<file path="config.mk">
export PLATFORM = sky130hd
export DESIGN_NAME = lsu_top
export DESIGN_NICKNAME = d
export VERILOG_FILES = /design/src/common/lsu_pkg.sv /design/src/source/lsu_init_fsm.sv /design/src/source/lsu_init_ctr.sv /design/src/replay/lsu_replay_buf.sv /design/src/replay/lsu_replay_arb.sv /design/src/pipe/lsu_data_ram.sv /design/src/pipe/lsu_pipe.sv /design/src/source/lsu_top.sv
export SDC_FILE = /design/constraint.sdc
export NUM_CORES = 2
export LEC_CHECK = 0
export ABC_CLOCK_PERIOD_IN_PS = 9200
export BUFFER_PORTS_ARGS = -buffer_cell sky130_fd_sc_hd__buf_2
export CAP_MARGIN = 20
export CELL_PAD_IN_SITES_DETAIL_PLACEMENT = 2
export CELL_PAD_IN_SITES_GLOBAL_PLACEMENT = 2
export CORE_MARGIN = 8
export CORE_UTILIZATION = 45
export DETAILED_ROUTE_END_ITERATION = 10
export PLACE_DENSITY_LB_ADDON = 0.08
export SLEW_MARGIN = 20
export SYNTH_ARGS = -nofsm -noshare
export SYNTH_HDL_FRONTEND = slang
export SYNTH_HIERARCHICAL = 1
export SYNTH_SLANG_ARGS = --single-unit
</file>
<file path="constraint.sdc">
create_clock -name i_clk -period 9.2 [get_ports i_clk]
set_input_delay 1.84 -clock i_clk [delete_from_list [all_inputs] [get_ports i_clk]]
set_output_delay 1.84 -clock i_clk [all_outputs]
set_load 0.02 [all_outputs]
</file>
<file path="src/common/lsu_pkg.sv">
package lsu_pkg;

   // ====================
   // datapath widths
   // ====================

   // one ram word per address
   parameter int DATA_W = 32;
   // byte lanes per word
   parameter int BE_W   = DATA_W / 8;
   // load tag, handed back with the load result
   parameter int TAG_W  = 4;

   // ====================
   // init control
   // ====================

   // clear sweep first, then normal issue
   typedef enum logic [0:0] {
      ST_CLEAR = 1'b0,
      ST_RUN   = 1'b1
   } lsu_state_e;

   // ====================
   // pipeline opcodes
   // ====================

   // op carried from ex0 into ex1
   // OP_NONE is a bubble
   typedef enum logic [1:0] {
      OP_NONE  = 2'b00,
      OP_LOAD  = 2'b01,
      OP_STORE = 2'b10
   } lsu_op_e;

endpackage : lsu_pkg

</file>
<file path="src/source/lsu_init_fsm.sv">
`timescale 1ns/100ps

module lsu_init_fsm (
   input  logic i_clk,
   input  logic i_rst,
   // counter sits on the top word
   input  logic i_last,
   output logic o_clear_en,
   output logic o_run
);

   import lsu_pkg::*;

   lsu_state_e r_state;
   lsu_state_e w_state_nxt;

   // ====================
   // next state
   // ====================

   always_comb begin
      w_state_nxt = r_state;
      case (r_state)
         // leave once the top word gets its write
         ST_CLEAR: begin
            if (i_last) begin
               w_state_nxt = ST_RUN;
            end
         end
         // no way back short of reset
         ST_RUN: begin
            w_state_nxt = ST_RUN;
         end
         default: begin
            w_state_nxt = ST_CLEAR;
         end
      endcase
   end

   always_ff @(posedge i_clk) begin
      if (i_rst) begin
         r_state <= ST_CLEAR;
      end else begin
         r_state <= w_state_nxt;
      end
   end

   // decoded straight from the state reg
   assign o_clear_en = (r_state == ST_CLEAR);
   assign o_run      = (r_state == ST_RUN);

endmodule : lsu_init_fsm

</file>
<file path="src/source/lsu_init_ctr.sv">
`timescale 1ns/100ps

module lsu_init_ctr #(
   parameter int ADDR_W = 6
) (
   input  logic              i_clk,
   input  logic              i_rst,
   // step while the sweep runs
   input  logic              i_en,
   output logic [ADDR_W-1:0] o_addr,
   output logic              o_last
);

   logic [ADDR_W-1:0] r_addr;

   // wraps back to zero after the top word
   always_ff @(posedge i_clk) begin
      if (i_rst) begin
         r_addr <= '0;
      end else if (i_en) begin
         r_addr <= r_addr + 1'b1;
      end
   end

   assign o_addr = r_addr;
   // all ones marks the final word
   assign o_last = &r_addr;

endmodule : lsu_init_ctr

</file>
<file path="src/replay/lsu_replay_buf.sv">
`timescale 1ns/100ps

module lsu_replay_buf #(
   parameter int ADDR_W      = 6,
   parameter int QUEUE_DEPTH = 4
) (
   input  logic                       i_clk,
   input  logic                       i_rst,

   // sender spends one credit per push
   input  logic                       i_push,
   input  logic [ADDR_W-1:0]          i_push_addr,
   input  logic [lsu_pkg::DATA_W-1:0] i_push_data,
   input  logic [lsu_pkg::BE_W-1:0]   i_push_be,
   input  logic [lsu_pkg::TAG_W-1:0]  i_push_tag,

   // each pop frees one entry
   input  logic                       i_pop,
   output logic                       o_head_valid,
   output logic [ADDR_W-1:0]          o_head_addr,
   output logic [lsu_pkg::DATA_W-1:0] o_head_data,
   output logic [lsu_pkg::BE_W-1:0]   o_head_be,
   output logic [lsu_pkg::TAG_W-1:0]  o_head_tag
);

   import lsu_pkg::*;

   localparam int PTR_W = (QUEUE_DEPTH > 1) ? $clog2(QUEUE_DEPTH) : 1;
   localparam int CNT_W = $clog2(QUEUE_DEPTH + 1);

   // entry storage
   logic [ADDR_W-1:0] r_addr [QUEUE_DEPTH];
   logic [DATA_W-1:0] r_data [QUEUE_DEPTH];
   logic [BE_W-1:0]   r_be   [QUEUE_DEPTH];
   logic [TAG_W-1:0]  r_tag  [QUEUE_DEPTH];

   logic [PTR_W-1:0]  r_wr_ptr;
   logic [PTR_W-1:0]  r_rd_ptr;
   logic [CNT_W-1:0]  r_count;

   // ====================
   // pointers and count
   // ====================

   // the sender is out of credits whenever the buffer is full
   always_ff @(posedge i_clk) begin
      if (i_rst) begin
         r_wr_ptr <= '0;
         r_rd_ptr <= '0;
         r_count  <= '0;
      end else begin
         if (i_push) begin
            if (r_wr_ptr == PTR_W'(QUEUE_DEPTH - 1)) begin
               r_wr_ptr <= '0;
            end else begin
               r_wr_ptr <= r_wr_ptr + 1'b1;
            end
         end
         if (i_pop) begin
            if (r_rd_ptr == PTR_W'(QUEUE_DEPTH - 1)) begin
               r_rd_ptr <= '0;
            end else begin
               r_rd_ptr <= r_rd_ptr + 1'b1;
            end
         end
         case ({i_push, i_pop})
            2'b10:   r_count <= r_count + 1'b1;
            2'b01:   r_count <= r_count - 1'b1;
            default: r_count <= r_count;
         endcase
      end
   end

   // payload lands in the write slot
   always_ff @(posedge i_clk) begin
      if (i_push) begin
         r_addr[r_wr_ptr] <= i_push_addr;
         r_data[r_wr_ptr] <= i_push_data;
         r_be[r_wr_ptr]   <= i_push_be;
         r_tag[r_wr_ptr]  <= i_push_tag;
      end
   end

   // head visible the cycle after its push
   assign o_head_valid = (r_count != '0);
   assign o_head_addr  = r_addr[r_rd_ptr];
   assign o_head_data  = r_data[r_rd_ptr];
   assign o_head_be    = r_be[r_rd_ptr];
   assign o_head_tag   = r_tag[r_rd_ptr];

endmodule : lsu_replay_buf

</file>
<file path="src/replay/lsu_replay_arb.sv">
`timescale 1ns/100ps

module lsu_replay_arb #(
   parameter int ADDR_W = 6
) (
   // picks held off until the clear sweep ends
   input  logic                       i_run,

   // ldq head
   input  logic                       i_ld_valid,
   input  logic [ADDR_W-1:0]          i_ld_addr,
   input  logic [lsu_pkg::TAG_W-1:0]  i_ld_tag,

   // stq head
   input  logic                       i_st_valid,
   input  logic [ADDR_W-1:0]          i_st_addr,
   input  logic [lsu_pkg::DATA_W-1:0] i_st_data,
   input  logic [lsu_pkg::BE_W-1:0]   i_st_be,

   output logic                       o_ld_pop,
   output logic                       o_st_pop,

   // ex0 op for the pipe
   output lsu_pkg::lsu_op_e           o_ex0_op,
   output logic [ADDR_W-1:0]          o_ex0_addr,
   output logic [lsu_pkg::DATA_W-1:0] o_ex0_data,
   output logic [lsu_pkg::BE_W-1:0]   o_ex0_be,
   output logic [lsu_pkg::TAG_W-1:0]  o_ex0_tag
);

   import lsu_pkg::*;

   logic w_ld_conflict;
   logic w_st_pick;
   logic w_ld_pick;

   // both heads valid, load loses and waits
   assign w_ld_conflict = i_ld_valid & i_st_valid;

   // store side always wins
   assign w_st_pick = i_run & i_st_valid;
   assign w_ld_pick = i_run & i_ld_valid & ~w_ld_conflict;

   assign o_st_pop = w_st_pick;
   assign o_ld_pop = w_ld_pick;

   // opcode for ex0, bubble when nothing picked
   always_comb begin
      if (w_st_pick) begin
         o_ex0_op = OP_STORE;
      end else if (w_ld_pick) begin
         o_ex0_op = OP_LOAD;
      end else begin
         o_ex0_op = OP_NONE;
      end
   end

   // address from the winner
   assign o_ex0_addr = w_st_pick ? i_st_addr : i_ld_addr;
   // store payload only
   assign o_ex0_data = w_st_pick ? i_st_data : '0;
   assign o_ex0_be   = w_st_pick ? i_st_be   : '0;
   // tag only means something on loads
   assign o_ex0_tag  = i_ld_tag;

endmodule : lsu_replay_arb

</file>
<file path="src/pipe/lsu_data_ram.sv">
`timescale 1ns/100ps

module lsu_data_ram #(
   parameter int ADDR_W = 6
) (
   input  logic                       i_clk,
   input  logic                       i_we,
   // one enable per byte lane
   input  logic [lsu_pkg::BE_W-1:0]   i_be,
   input  logic [ADDR_W-1:0]          i_addr,
   input  logic [lsu_pkg::DATA_W-1:0] i_wdata,
   output logic [lsu_pkg::DATA_W-1:0] o_rdata
);

   import lsu_pkg::*;

   localparam int DEPTH = 1 << ADDR_W;

   logic [DATA_W-1:0] r_mem [DEPTH];
   logic [DATA_W-1:0] r_rdata;

   // ====================
   // byte-lane write
   // ====================

   always_ff @(posedge i_clk) begin
      if (i_we) begin
         for (int b = 0; b < BE_W; b++) begin
            if (i_be[b]) begin
               r_mem[i_addr][b*8 +: 8] <= i_wdata[b*8 +: 8];
            end
         end
      end
   end

   // registered read, old data on a same-cycle write
   always_ff @(posedge i_clk) begin
      r_rdata <= r_mem[i_addr];
   end

   assign o_rdata = r_rdata;

endmodule : lsu_data_ram

</file>
<file path="src/pipe/lsu_pipe.sv">
`timescale 1ns/100ps

module lsu_pipe #(
   parameter int ADDR_W = 6
) (
   input  logic                       i_clk,
   input  logic                       i_rst,

   // clear sweep port
   input  logic                       i_clear_en,
   input  logic [ADDR_W-1:0]          i_clear_addr,

   // picked op from ex0
   input  lsu_pkg::lsu_op_e           i_ex0_op,
   input  logic [ADDR_W-1:0]          i_ex0_addr,
   input  logic [lsu_pkg::DATA_W-1:0] i_ex0_data,
   input  logic [lsu_pkg::BE_W-1:0]   i_ex0_be,
   input  logic [lsu_pkg::TAG_W-1:0]  i_ex0_tag,

   // store done in ex1
   output logic                       o_st_credit,

   // load result in ex2
   output logic                       o_wb_valid,
   output logic [lsu_pkg::TAG_W-1:0]  o_wb_tag,
   output logic [lsu_pkg::DATA_W-1:0] o_wb_data
);

   import lsu_pkg::*;

   // ex1 stage
   lsu_op_e           r_ex1_op;
   logic [ADDR_W-1:0] r_ex1_addr;
   logic [DATA_W-1:0] r_ex1_data;
   logic [BE_W-1:0]   r_ex1_be;
   logic [TAG_W-1:0]  r_ex1_tag;

   // ex2 stage
   logic              r_ex2_valid;
   logic [TAG_W-1:0]  r_ex2_tag;

   // ram port
   logic              w_ram_we;
   logic [BE_W-1:0]   w_ram_be;
   logic [ADDR_W-1:0] w_ram_addr;
   logic [DATA_W-1:0] w_ram_wdata;

   // ====================
   // ex0 -> ex1
   // ====================

   always_ff @(posedge i_clk) begin
      if (i_rst) begin
         r_ex1_op <= OP_NONE;
      end else begin
         r_ex1_op <= i_ex0_op;
      end
   end

   always_ff @(posedge i_clk) begin
      r_ex1_addr <= i_ex0_addr;
      r_ex1_data <= i_ex0_data;
      r_ex1_be   <= i_ex0_be;
      r_ex1_tag  <= i_ex0_tag;
   end

   // ram control, clear sweep owns the port while it runs
   assign w_ram_we    = i_clear_en | (r_ex1_op == OP_STORE);
   assign w_ram_be    = i_clear_en ? '1 : r_ex1_be;
   assign w_ram_addr  = i_clear_en ? i_clear_addr : r_ex1_addr;
   assign w_ram_wdata = i_clear_en ? '0 : r_ex1_data;

   // write lands at the end of ex1
   assign o_st_credit = (r_ex1_op == OP_STORE);

   lsu_data_ram #(
      .ADDR_W (ADDR_W)
   ) u_data_ram (
      .i_clk   (i_clk),
      .i_we    (w_ram_we),
      .i_be    (w_ram_be),
      .i_addr  (w_ram_addr),
      .i_wdata (w_ram_wdata),
      .o_rdata (o_wb_data)
   );

   // ====================
   // ex1 -> ex2
   // ====================

   // load tag rides along with the ram read
   always_ff @(posedge i_clk) begin
      if (i_rst) begin
         r_ex2_valid <= 1'b0;
      end else begin
         r_ex2_valid <= (r_ex1_op == OP_LOAD);
      end
   end

   always_ff @(posedge i_clk) begin
      r_ex2_tag <= r_ex1_tag;
   end

   assign o_wb_valid = r_ex2_valid;
   assign o_wb_tag   = r_ex2_tag;

endmodule : lsu_pipe

</file>
<file path="src/source/lsu_top.sv">
`timescale 1ns/100ps

module lsu_top #(
   parameter int ADDR_W      = 6,
   parameter int QUEUE_DEPTH = 4
) (
   input  logic                       i_clk,
   input  logic                       i_rst,

   // load requests, credit based
   input  logic                       i_ld_valid,
   input  logic [ADDR_W-1:0]          i_ld_addr,
   input  logic [lsu_pkg::TAG_W-1:0]  i_ld_tag,
   output logic                       o_ld_credit,

   // store requests, credit based
   input  logic                       i_st_valid,
   input  logic [ADDR_W-1:0]          i_st_addr,
   input  logic [lsu_pkg::DATA_W-1:0] i_st_data,
   input  logic [lsu_pkg::BE_W-1:0]   i_st_be,
   output logic                       o_st_credit,

   // load write-back, no stall
   output logic                       o_wb_valid,
   output logic [lsu_pkg::TAG_W-1:0]  o_wb_tag,
   output logic [lsu_pkg::DATA_W-1:0] o_wb_data,

   output logic                       o_init_done
);

   import lsu_pkg::*;

   // ldq head
   logic              w_ld_head_valid;
   logic [ADDR_W-1:0] w_ld_head_addr;
   logic [TAG_W-1:0]  w_ld_head_tag;

   // stq head
   logic              w_st_head_valid;
   logic [ADDR_W-1:0] w_st_head_addr;
   logic [DATA_W-1:0] w_st_head_data;
   logic [BE_W-1:0]   w_st_head_be;
   logic              w_st_pop;

   // picked op in ex0
   lsu_op_e           w_ex0_op;
   logic [ADDR_W-1:0] w_ex0_addr;
   logic [DATA_W-1:0] w_ex0_data;
   logic [BE_W-1:0]   w_ex0_be;
   logic [TAG_W-1:0]  w_ex0_tag;

   // ram clear sweep
   logic              w_clear_en;
   logic [ADDR_W-1:0] w_clear_addr;
   logic              w_clear_last;

   // ====================
   // replay buffers
   // ====================

   // load queue, data and be lanes unused
   lsu_replay_buf #(
      .ADDR_W      (ADDR_W),
      .QUEUE_DEPTH (QUEUE_DEPTH)
   ) u_ldq_buf (
      .i_clk        (i_clk),
      .i_rst        (i_rst),
      .i_push       (i_ld_valid),
      .i_push_addr  (i_ld_addr),
      .i_push_data  ('0),
      .i_push_be    ('0),
      .i_push_tag   (i_ld_tag),
      .i_pop        (o_ld_credit),
      .o_head_valid (w_ld_head_valid),
      .o_head_addr  (w_ld_head_addr),
      .o_head_data  (),
      .o_head_be    (),
      .o_head_tag   (w_ld_head_tag)
   );

   // store queue, no tag
   lsu_replay_buf #(
      .ADDR_W      (ADDR_W),
      .QUEUE_DEPTH (QUEUE_DEPTH)
   ) u_stq_buf (
      .i_clk        (i_clk),
      .i_rst        (i_rst),
      .i_push       (i_st_valid),
      .i_push_addr  (i_st_addr),
      .i_push_data  (i_st_data),
      .i_push_be    (i_st_be),
      .i_push_tag   ('0),
      .i_pop        (w_st_pop),
      .o_head_valid (w_st_head_valid),
      .o_head_addr  (w_st_head_addr),
      .o_head_data  (w_st_head_data),
      .o_head_be    (w_st_head_be),
      .o_head_tag   ()
   );

   // ex0 pick, ld pop doubles as ld credit
   lsu_replay_arb #(
      .ADDR_W (ADDR_W)
   ) u_replay_arb (
      .i_run      (o_init_done),
      .i_ld_valid (w_ld_head_valid),
      .i_ld_addr  (w_ld_head_addr),
      .i_ld_tag   (w_ld_head_tag),
      .i_st_valid (w_st_head_valid),
      .i_st_addr  (w_st_head_addr),
      .i_st_data  (w_st_head_data),
      .i_st_be    (w_st_head_be),
      .o_ld_pop   (o_ld_credit),
      .o_st_pop   (w_st_pop),
      .o_ex0_op   (w_ex0_op),
      .o_ex0_addr (w_ex0_addr),
      .o_ex0_data (w_ex0_data),
      .o_ex0_be   (w_ex0_be),
      .o_ex0_tag  (w_ex0_tag)
   );

   // ====================
   // init and pipeline
   // ====================

   lsu_init_fsm u_init_fsm (
      .i_clk      (i_clk),
      .i_rst      (i_rst),
      .i_last     (w_clear_last),
      .o_clear_en (w_clear_en),
      .o_run      (o_init_done)
   );

   lsu_init_ctr #(
      .ADDR_W (ADDR_W)
   ) u_init_ctr (
      .i_clk  (i_clk),
      .i_rst  (i_rst),
      .i_en   (w_clear_en),
      .o_addr (w_clear_addr),
      .o_last (w_clear_last)
   );

   lsu_pipe #(
      .ADDR_W (ADDR_W)
   ) u_lsu_pipe (
      .i_clk        (i_clk),
      .i_rst        (i_rst),
      .i_clear_en   (w_clear_en),
      .i_clear_addr (w_clear_addr),
      .i_ex0_op     (w_ex0_op),
      .i_ex0_addr   (w_ex0_addr),
      .i_ex0_data   (w_ex0_data),
      .i_ex0_be     (w_ex0_be),
      .i_ex0_tag    (w_ex0_tag),
      .o_st_credit  (o_st_credit),
      .o_wb_valid   (o_wb_valid),
      .o_wb_tag     (o_wb_tag),
      .o_wb_data    (o_wb_data)
   );

endmodule : lsu_top

</file>
# Yosys cells after proc, flatten, opt, wreduce, memory -nomap -nowiden
# Memory sizes are Yosys's and may differ from the RTL's. A register that Yosys moved wholly into a read port is not among the register bits.
# Index checks and enable logic that the tools add are counted.
# totals
ramBits	2256
memories	6
reg_bits	34
# classes
eq_ne	10
bitwise	7
addsub	9
muxes	34
n_reduce_logical	8
# mem_list
name	depth	word_bits	read_ports	rd_ports_with_merged_regs	write_ports	line_no	rtl
u_lsu_pipe.u_data_ram.r_mem	64	32	1	1	1	lsu_data_ram.sv:19	logic [DATA_W-1:0] r_mem [DEPTH];
u_stq_buf.r_data	4	32	1	1	1	lsu_replay_buf.sv:33	logic [DATA_W-1:0] r_data [QUEUE_DEPTH];
u_ldq_buf.r_addr	4	6	1	1	1	lsu_replay_buf.sv:32	logic [ADDR_W-1:0] r_addr [QUEUE_DEPTH];
u_stq_buf.r_addr	4	6	1	1	1	lsu_replay_buf.sv:32	
u_ldq_buf.r_tag	4	4	1	1	1	lsu_replay_buf.sv:35	logic [TAG_W-1:0] r_tag [QUEUE_DEPTH];
u_stq_buf.r_be	4	4	1	1	1	lsu_replay_buf.sv:34	logic [BE_W-1:0] r_be [QUEUE_DEPTH];
# op_table
op	count
32-bit 2-to-1 mux	1
1-bit 2-to-1 mux	18
2-bit 2-to-1 mux	9
2-bit == test, second input constant	7
6-bit 2-to-1 mux	2
3-bit case mux with 2 select lines	2
2-bit by 1-bit adder with 2-bit output, second input constant	4
3-bit by 1-bit adder with 3-bit output, second input constant	2
6-bit by 1-bit adder with 6-bit output, second input constant	1
2-bit by 1-bit == test with 1-bit output, second input constant	3
6-bit AND reduction	1
3-bit nonzero test	2
3-bit by 1-bit subtractor with 3-bit output, second input constant	2
1-bit AND	4
4-bit 2-to-1 mux	1
2-bit nonzero test	2
1-bit logical NOT	2
1-bit NOT	2
1-bit case mux with 2 select lines	1
2-bit OR reduction	1
1-bit OR	1

# Longest topological paths before layout
# logic_depth
word_depth	6
mapped_depth	15

# Cells and area by module
# The synthesis kept the hierarchy.
# by_module_without_submodules
module	cells_each	seq_area_each_um2	instances	area_per_inst_um2
lsu_data_ram	4646	62139.6	1	79048.3
lsu_replay_buf	283	5705.5	2	7133.1
lsu_pipe	105	1061.0	1	1447.6
lsu_replay_arb	60	0.0	1	401.6
lsu_init_ctr	27	120.1	1	251.5
lsu_init_fsm	3	20.0	1	33.8
lsu_top	1	0.0	1	3.8

# Worst setup path after synthesis
# No wires, ideal clock.
# synth_timing
path_type	input port to flip-flop
start	input port i_ld_valid
end	memory u_ldq_buf.r_addr[0][0], enable pin
t_arrival_ns	2.945
cell_stages	1
setup_slack_ns	5.847
required_ns	8.792
path_buffers	0
cell_sequence	and2_1
# synth_between
elab_chain_cells	2
# synth_lines
item	line_no	rtl
start: declaration	lsu_top.sv:11	input logic i_ld_valid,
1-bit 2-to-1 mux	lsu_replay_buf.sv:76	if (i_push) begin
1-bit 2-to-1 mux (not written as such)	lsu_replay_buf.sv:77	r_addr[r_wr_ptr] <= i_push_addr;
end: declaration	lsu_replay_buf.sv:32	
# No other way between the ends.

# Worst setup path in the final report
# layout_timing
start	register u_init_fsm.r_state, in the netlist u_init_fsm/o_run
end	memory u_lsu_pipe.u_data_ram.r_mem[2][9], enable pin
# layout_between
elab_chain_cells	4
word_cells_on_any_way	7
# layout_lines
item	line_no	rtl
start: declaration	lsu_init_fsm.sv:14	lsu_state_e r_state;
start signal: assignment	lsu_init_fsm.sv:44	r_state <= w_state_nxt;
1-bit NOT	lsu_init_fsm.sv:49	assign o_clear_en = (r_state == ST_CLEAR);
named net w_clear_en	lsu_top.sv:53	logic w_clear_en;
1-bit OR	lsu_pipe.sv:68	assign w_ram_we = i_clear_en | (r_ex1_op == OP_STORE);
1-bit 2-to-1 mux	lsu_data_ram.sv:27	if (i_we) begin
1-bit 2-to-1 mux (not written as such)	lsu_data_ram.sv:30	r_mem[i_addr][b*8 +: 8] <= i_wdata[b*8 +: 8];
end: declaration	lsu_data_ram.sv:19	
# The timed path passes the listed nets, and every way through them passes these cells.

==> summary.txt <==
Routing
  • Drc violations: 0
  • Initial DRC Count: just under 7k
  • Residual antenna-violating net count after detailed routing: 0
  • Wirelength, routed: 330 mm
  • Detailed-route via count: between 50k and 60k
  • Pre-antenna DRT Iters: 6
  • Via count normalized by instance count: 6.70
  • Wire per inst: 40.6 µm

Cells and area
  • Leading cell type in the layout, fill and taps excluded: edfxtp_1
  • Share of layout cells above drive strength 1: roughly 15%
  • Final standard cell area without fillers: 101000 µm²
  • Non-Filler Instances: 8144
  • Area used by sequential logic in the layout: 69900 µm²
  • Final core utilization: 50.9%
  • Commonest cells after routing, fill and taps aside: edfxtp_1 (2256), nor2_1 (526), a221oi_1 (493)
  • # nets final: 5359
  • Fill cell instance count of the final layout: 17.5k
  • Multi-input combinational cell area: 18000 µm²
  • Area growth syn-to-layout: 13.0%

GRT
  • GR Util All Layers: 29.8%
  • Maximum number of pins on one net before global-route repair: approximately 100
  • First-pass GRT wire length: 459 mm
  • Number of antenna violations at the first check in global routing: 19
  • Residual overflow from global routing: 0
  • Via count of the first global-routing pass: 56.9k

Worst hold path
  • Hold-critical path depth: 0
  • HP Start: u_lsu_pipe/r_ex1_tag[2]
  • Hold-critical path endpoint: u_lsu_pipe/o_wb_tag[2]
  • Hold Crit Class: register to register

Power
  • Total power: 23.8 mW
  • Leakage: 32.5 nW
  • Power per unit of standard cell area: roughly 230 nW/µm²
  • Worst vdd ir: 0.170 mV

Clock tree
  • Deepest clock path buffer count: 4
  • Clock root cell: clkbuf_16
  • Number of gates resized after CTS: 0
  • Cts bufs inserted: 276
  • Maximum level of the CTS H-tree: 5
  • Clock tree from TritonCTS: built
  • Number of post-CTS setup repair buffers: 0
  • Cts-stage hold buffer count: 0
  • Count of clock tree sinks: 2366
  • Insertion delay of the later-clocked pin in the worst-skew pair: approximately 0.9 ns
  • Clock transition at the register clock pins on the worst setup and hold paths after CTS: ~0.060 ns

Die
  • FP Rows: 164
  • Starting density of the core: approximately 45%
  • Area of the die: 214000 µm²
  • # IOs: 96
  • Die width: 462 µm
  • Placeable Area: between 150000 and 200000 µm²
  • Overall die height: 462 µm

Synth
  • Netlist Area Pre-Place: 89600 µm²
  • Synth warn: 6
  • Average size of a mapped cell: 17.2 µm²
  • Count of mapped cells out of synthesis: 5201
  • Number of nets produced by synthesis: ~5.3k

Timing
  • Setup slack of the critical path after layout: 3.96 ns
  • Max Freq: 191 MHz
  • Final clock period utilization by the worst path: 56.9%
  • Setup repair after global routing missed its margin: no
  • Hold slack final: roughly 0.33 ns
  • Max Transition Viols Final: 0
  • Final number of setup-violating endpoints: 0
  • Clk_skew: 0.0394 ns
  • Tmin final: roughly 5.2 ns
  • Total Negative Setup Slacks: 0 ns
  • Final Hold Viols: 0
  • Tightest Pin Transition: 1.28 ns
  • Worst slew margin relative to its limit: 14.6%

Placed design
  • Sum of net half-perimeters after detailed placement: 195 mm
  • Placed Instances: 7666
  • Cell area after placement: about 93000 µm²
  • Dpl ws: around 4 ns
  • Port bufs: 95
  • Final Wtd Congestion: 0.833

Setup path
  • Register-to-Register Setup Slack: around 4.0 ns
  • Category of the worst setup path launch point: register
  • Logic depth of the worst register-to-register path: 8
  • End of the worst register-to-register path: u_lsu_pipe/u_data_ram/r_mem[2][9]
  • Required time of the critical path: about 10 ns
  • Sort of element at the end of the critical path: register
  • Crit path arrival time: slightly below 6 ns
  • Beginning of the worst register-to-register path: u_init_fsm/o_run
  • Class of the most critical setup path: register to register
  • Maximum fanout encountered on the critical timing path: 35

Job
  • Max-cap viol count: 0

Run status
  • Result of the run: completed
==> worst max path at each step <==
| stage | start | to | slack (ns) | cells after the start |
|---|---|---|---|---|
| 2_1_floorplan | u_init_fsm/o_run | u_lsu_pipe/u_data_ram/r_mem[12][0] | 5.88 | 10 |
| 3_3_place_gp | u_init_fsm/o_run | u_lsu_pipe/u_data_ram/o_rdata[2] | 4.18 | 10 |
| 3_5_place_dp | u_init_fsm/o_run | u_lsu_pipe/u_data_ram/r_mem[33][11] | 4.05 | 8 |
| 4_1_cts | u_init_fsm/o_run | u_lsu_pipe/u_data_ram/r_mem[33][12] | 4.02 | 8 |
| 5_1_grt | u_init_fsm/o_run | u_lsu_pipe/u_data_ram/r_mem[33][12] | 3.94 | 8 |
| 6_report | u_init_fsm/o_run | u_lsu_pipe/u_data_ram/r_mem[2][9] | 3.96 | 8 |
==> sequential cells by signal (all words and copies together), names as in the netlist, 3 cells and up, named ones only <==
name	cells
u_lsu_pipe/r_ex1_data	32
u_lsu_pipe/r_ex1_tag	4
u_lsu_pipe/u_data_ram/o_rdata	32
u_ldq_buf/r_addr	24
u_stq_buf/r_be	16
u_lsu_pipe/r_ex1_be	4
u_lsu_pipe/u_data_ram/r_mem	2048
u_init_ctr/o_addr	6
u_stq_buf/r_count	3
u_lsu_pipe/r_ex1_addr	6
u_lsu_pipe/o_wb_tag	4
u_stq_buf/r_addr	24
u_ldq_buf/r_tag	16
u_ldq_buf/r_count	3
u_stq_buf/r_data	128
==> layout make-up <==
class	count	area share, %
Clock buffer	381	7.55
Antenna cell	10	0.0247
Sequential cell	2366	69.1
Tap cell	2656	3.28
Clock inverter	87	0.683
Timing Repair Buffer	213	1.49
Inverter	13	0.0655
Multi-Input combinational cell	2418	17.8
==> critical path, stage by stage, from the launching register on <==
cell,delay [ns]
dfxtp_1,0.34
inv_4,0.23
mux2_8,0.59
buf_4,0.48
inv_4,0.50
nand2_1,0.22
nor2_1,0.70
nand2_1,0.82
nor2_1,0.90
==> per-layer routing <==
layer	up-vias	track usage [%]	share of wire (%)
met5	-	0	0.022
met4	10	12.6	4.8
met3	680	4.84	7.6
met2	2884	48.4	48
met1	29400	40.1	40
li1	21500	-	-
==> power by group <==
group / leakage (nW) / internal, mW / switching [mW]
clock: 4.09 / 6.11 / 4.27
combinational: 6.17 / 0.394 / 1.10
sequential: 22.2 / 11.8 / 0.120
Power figures use the tool's default switching activity.
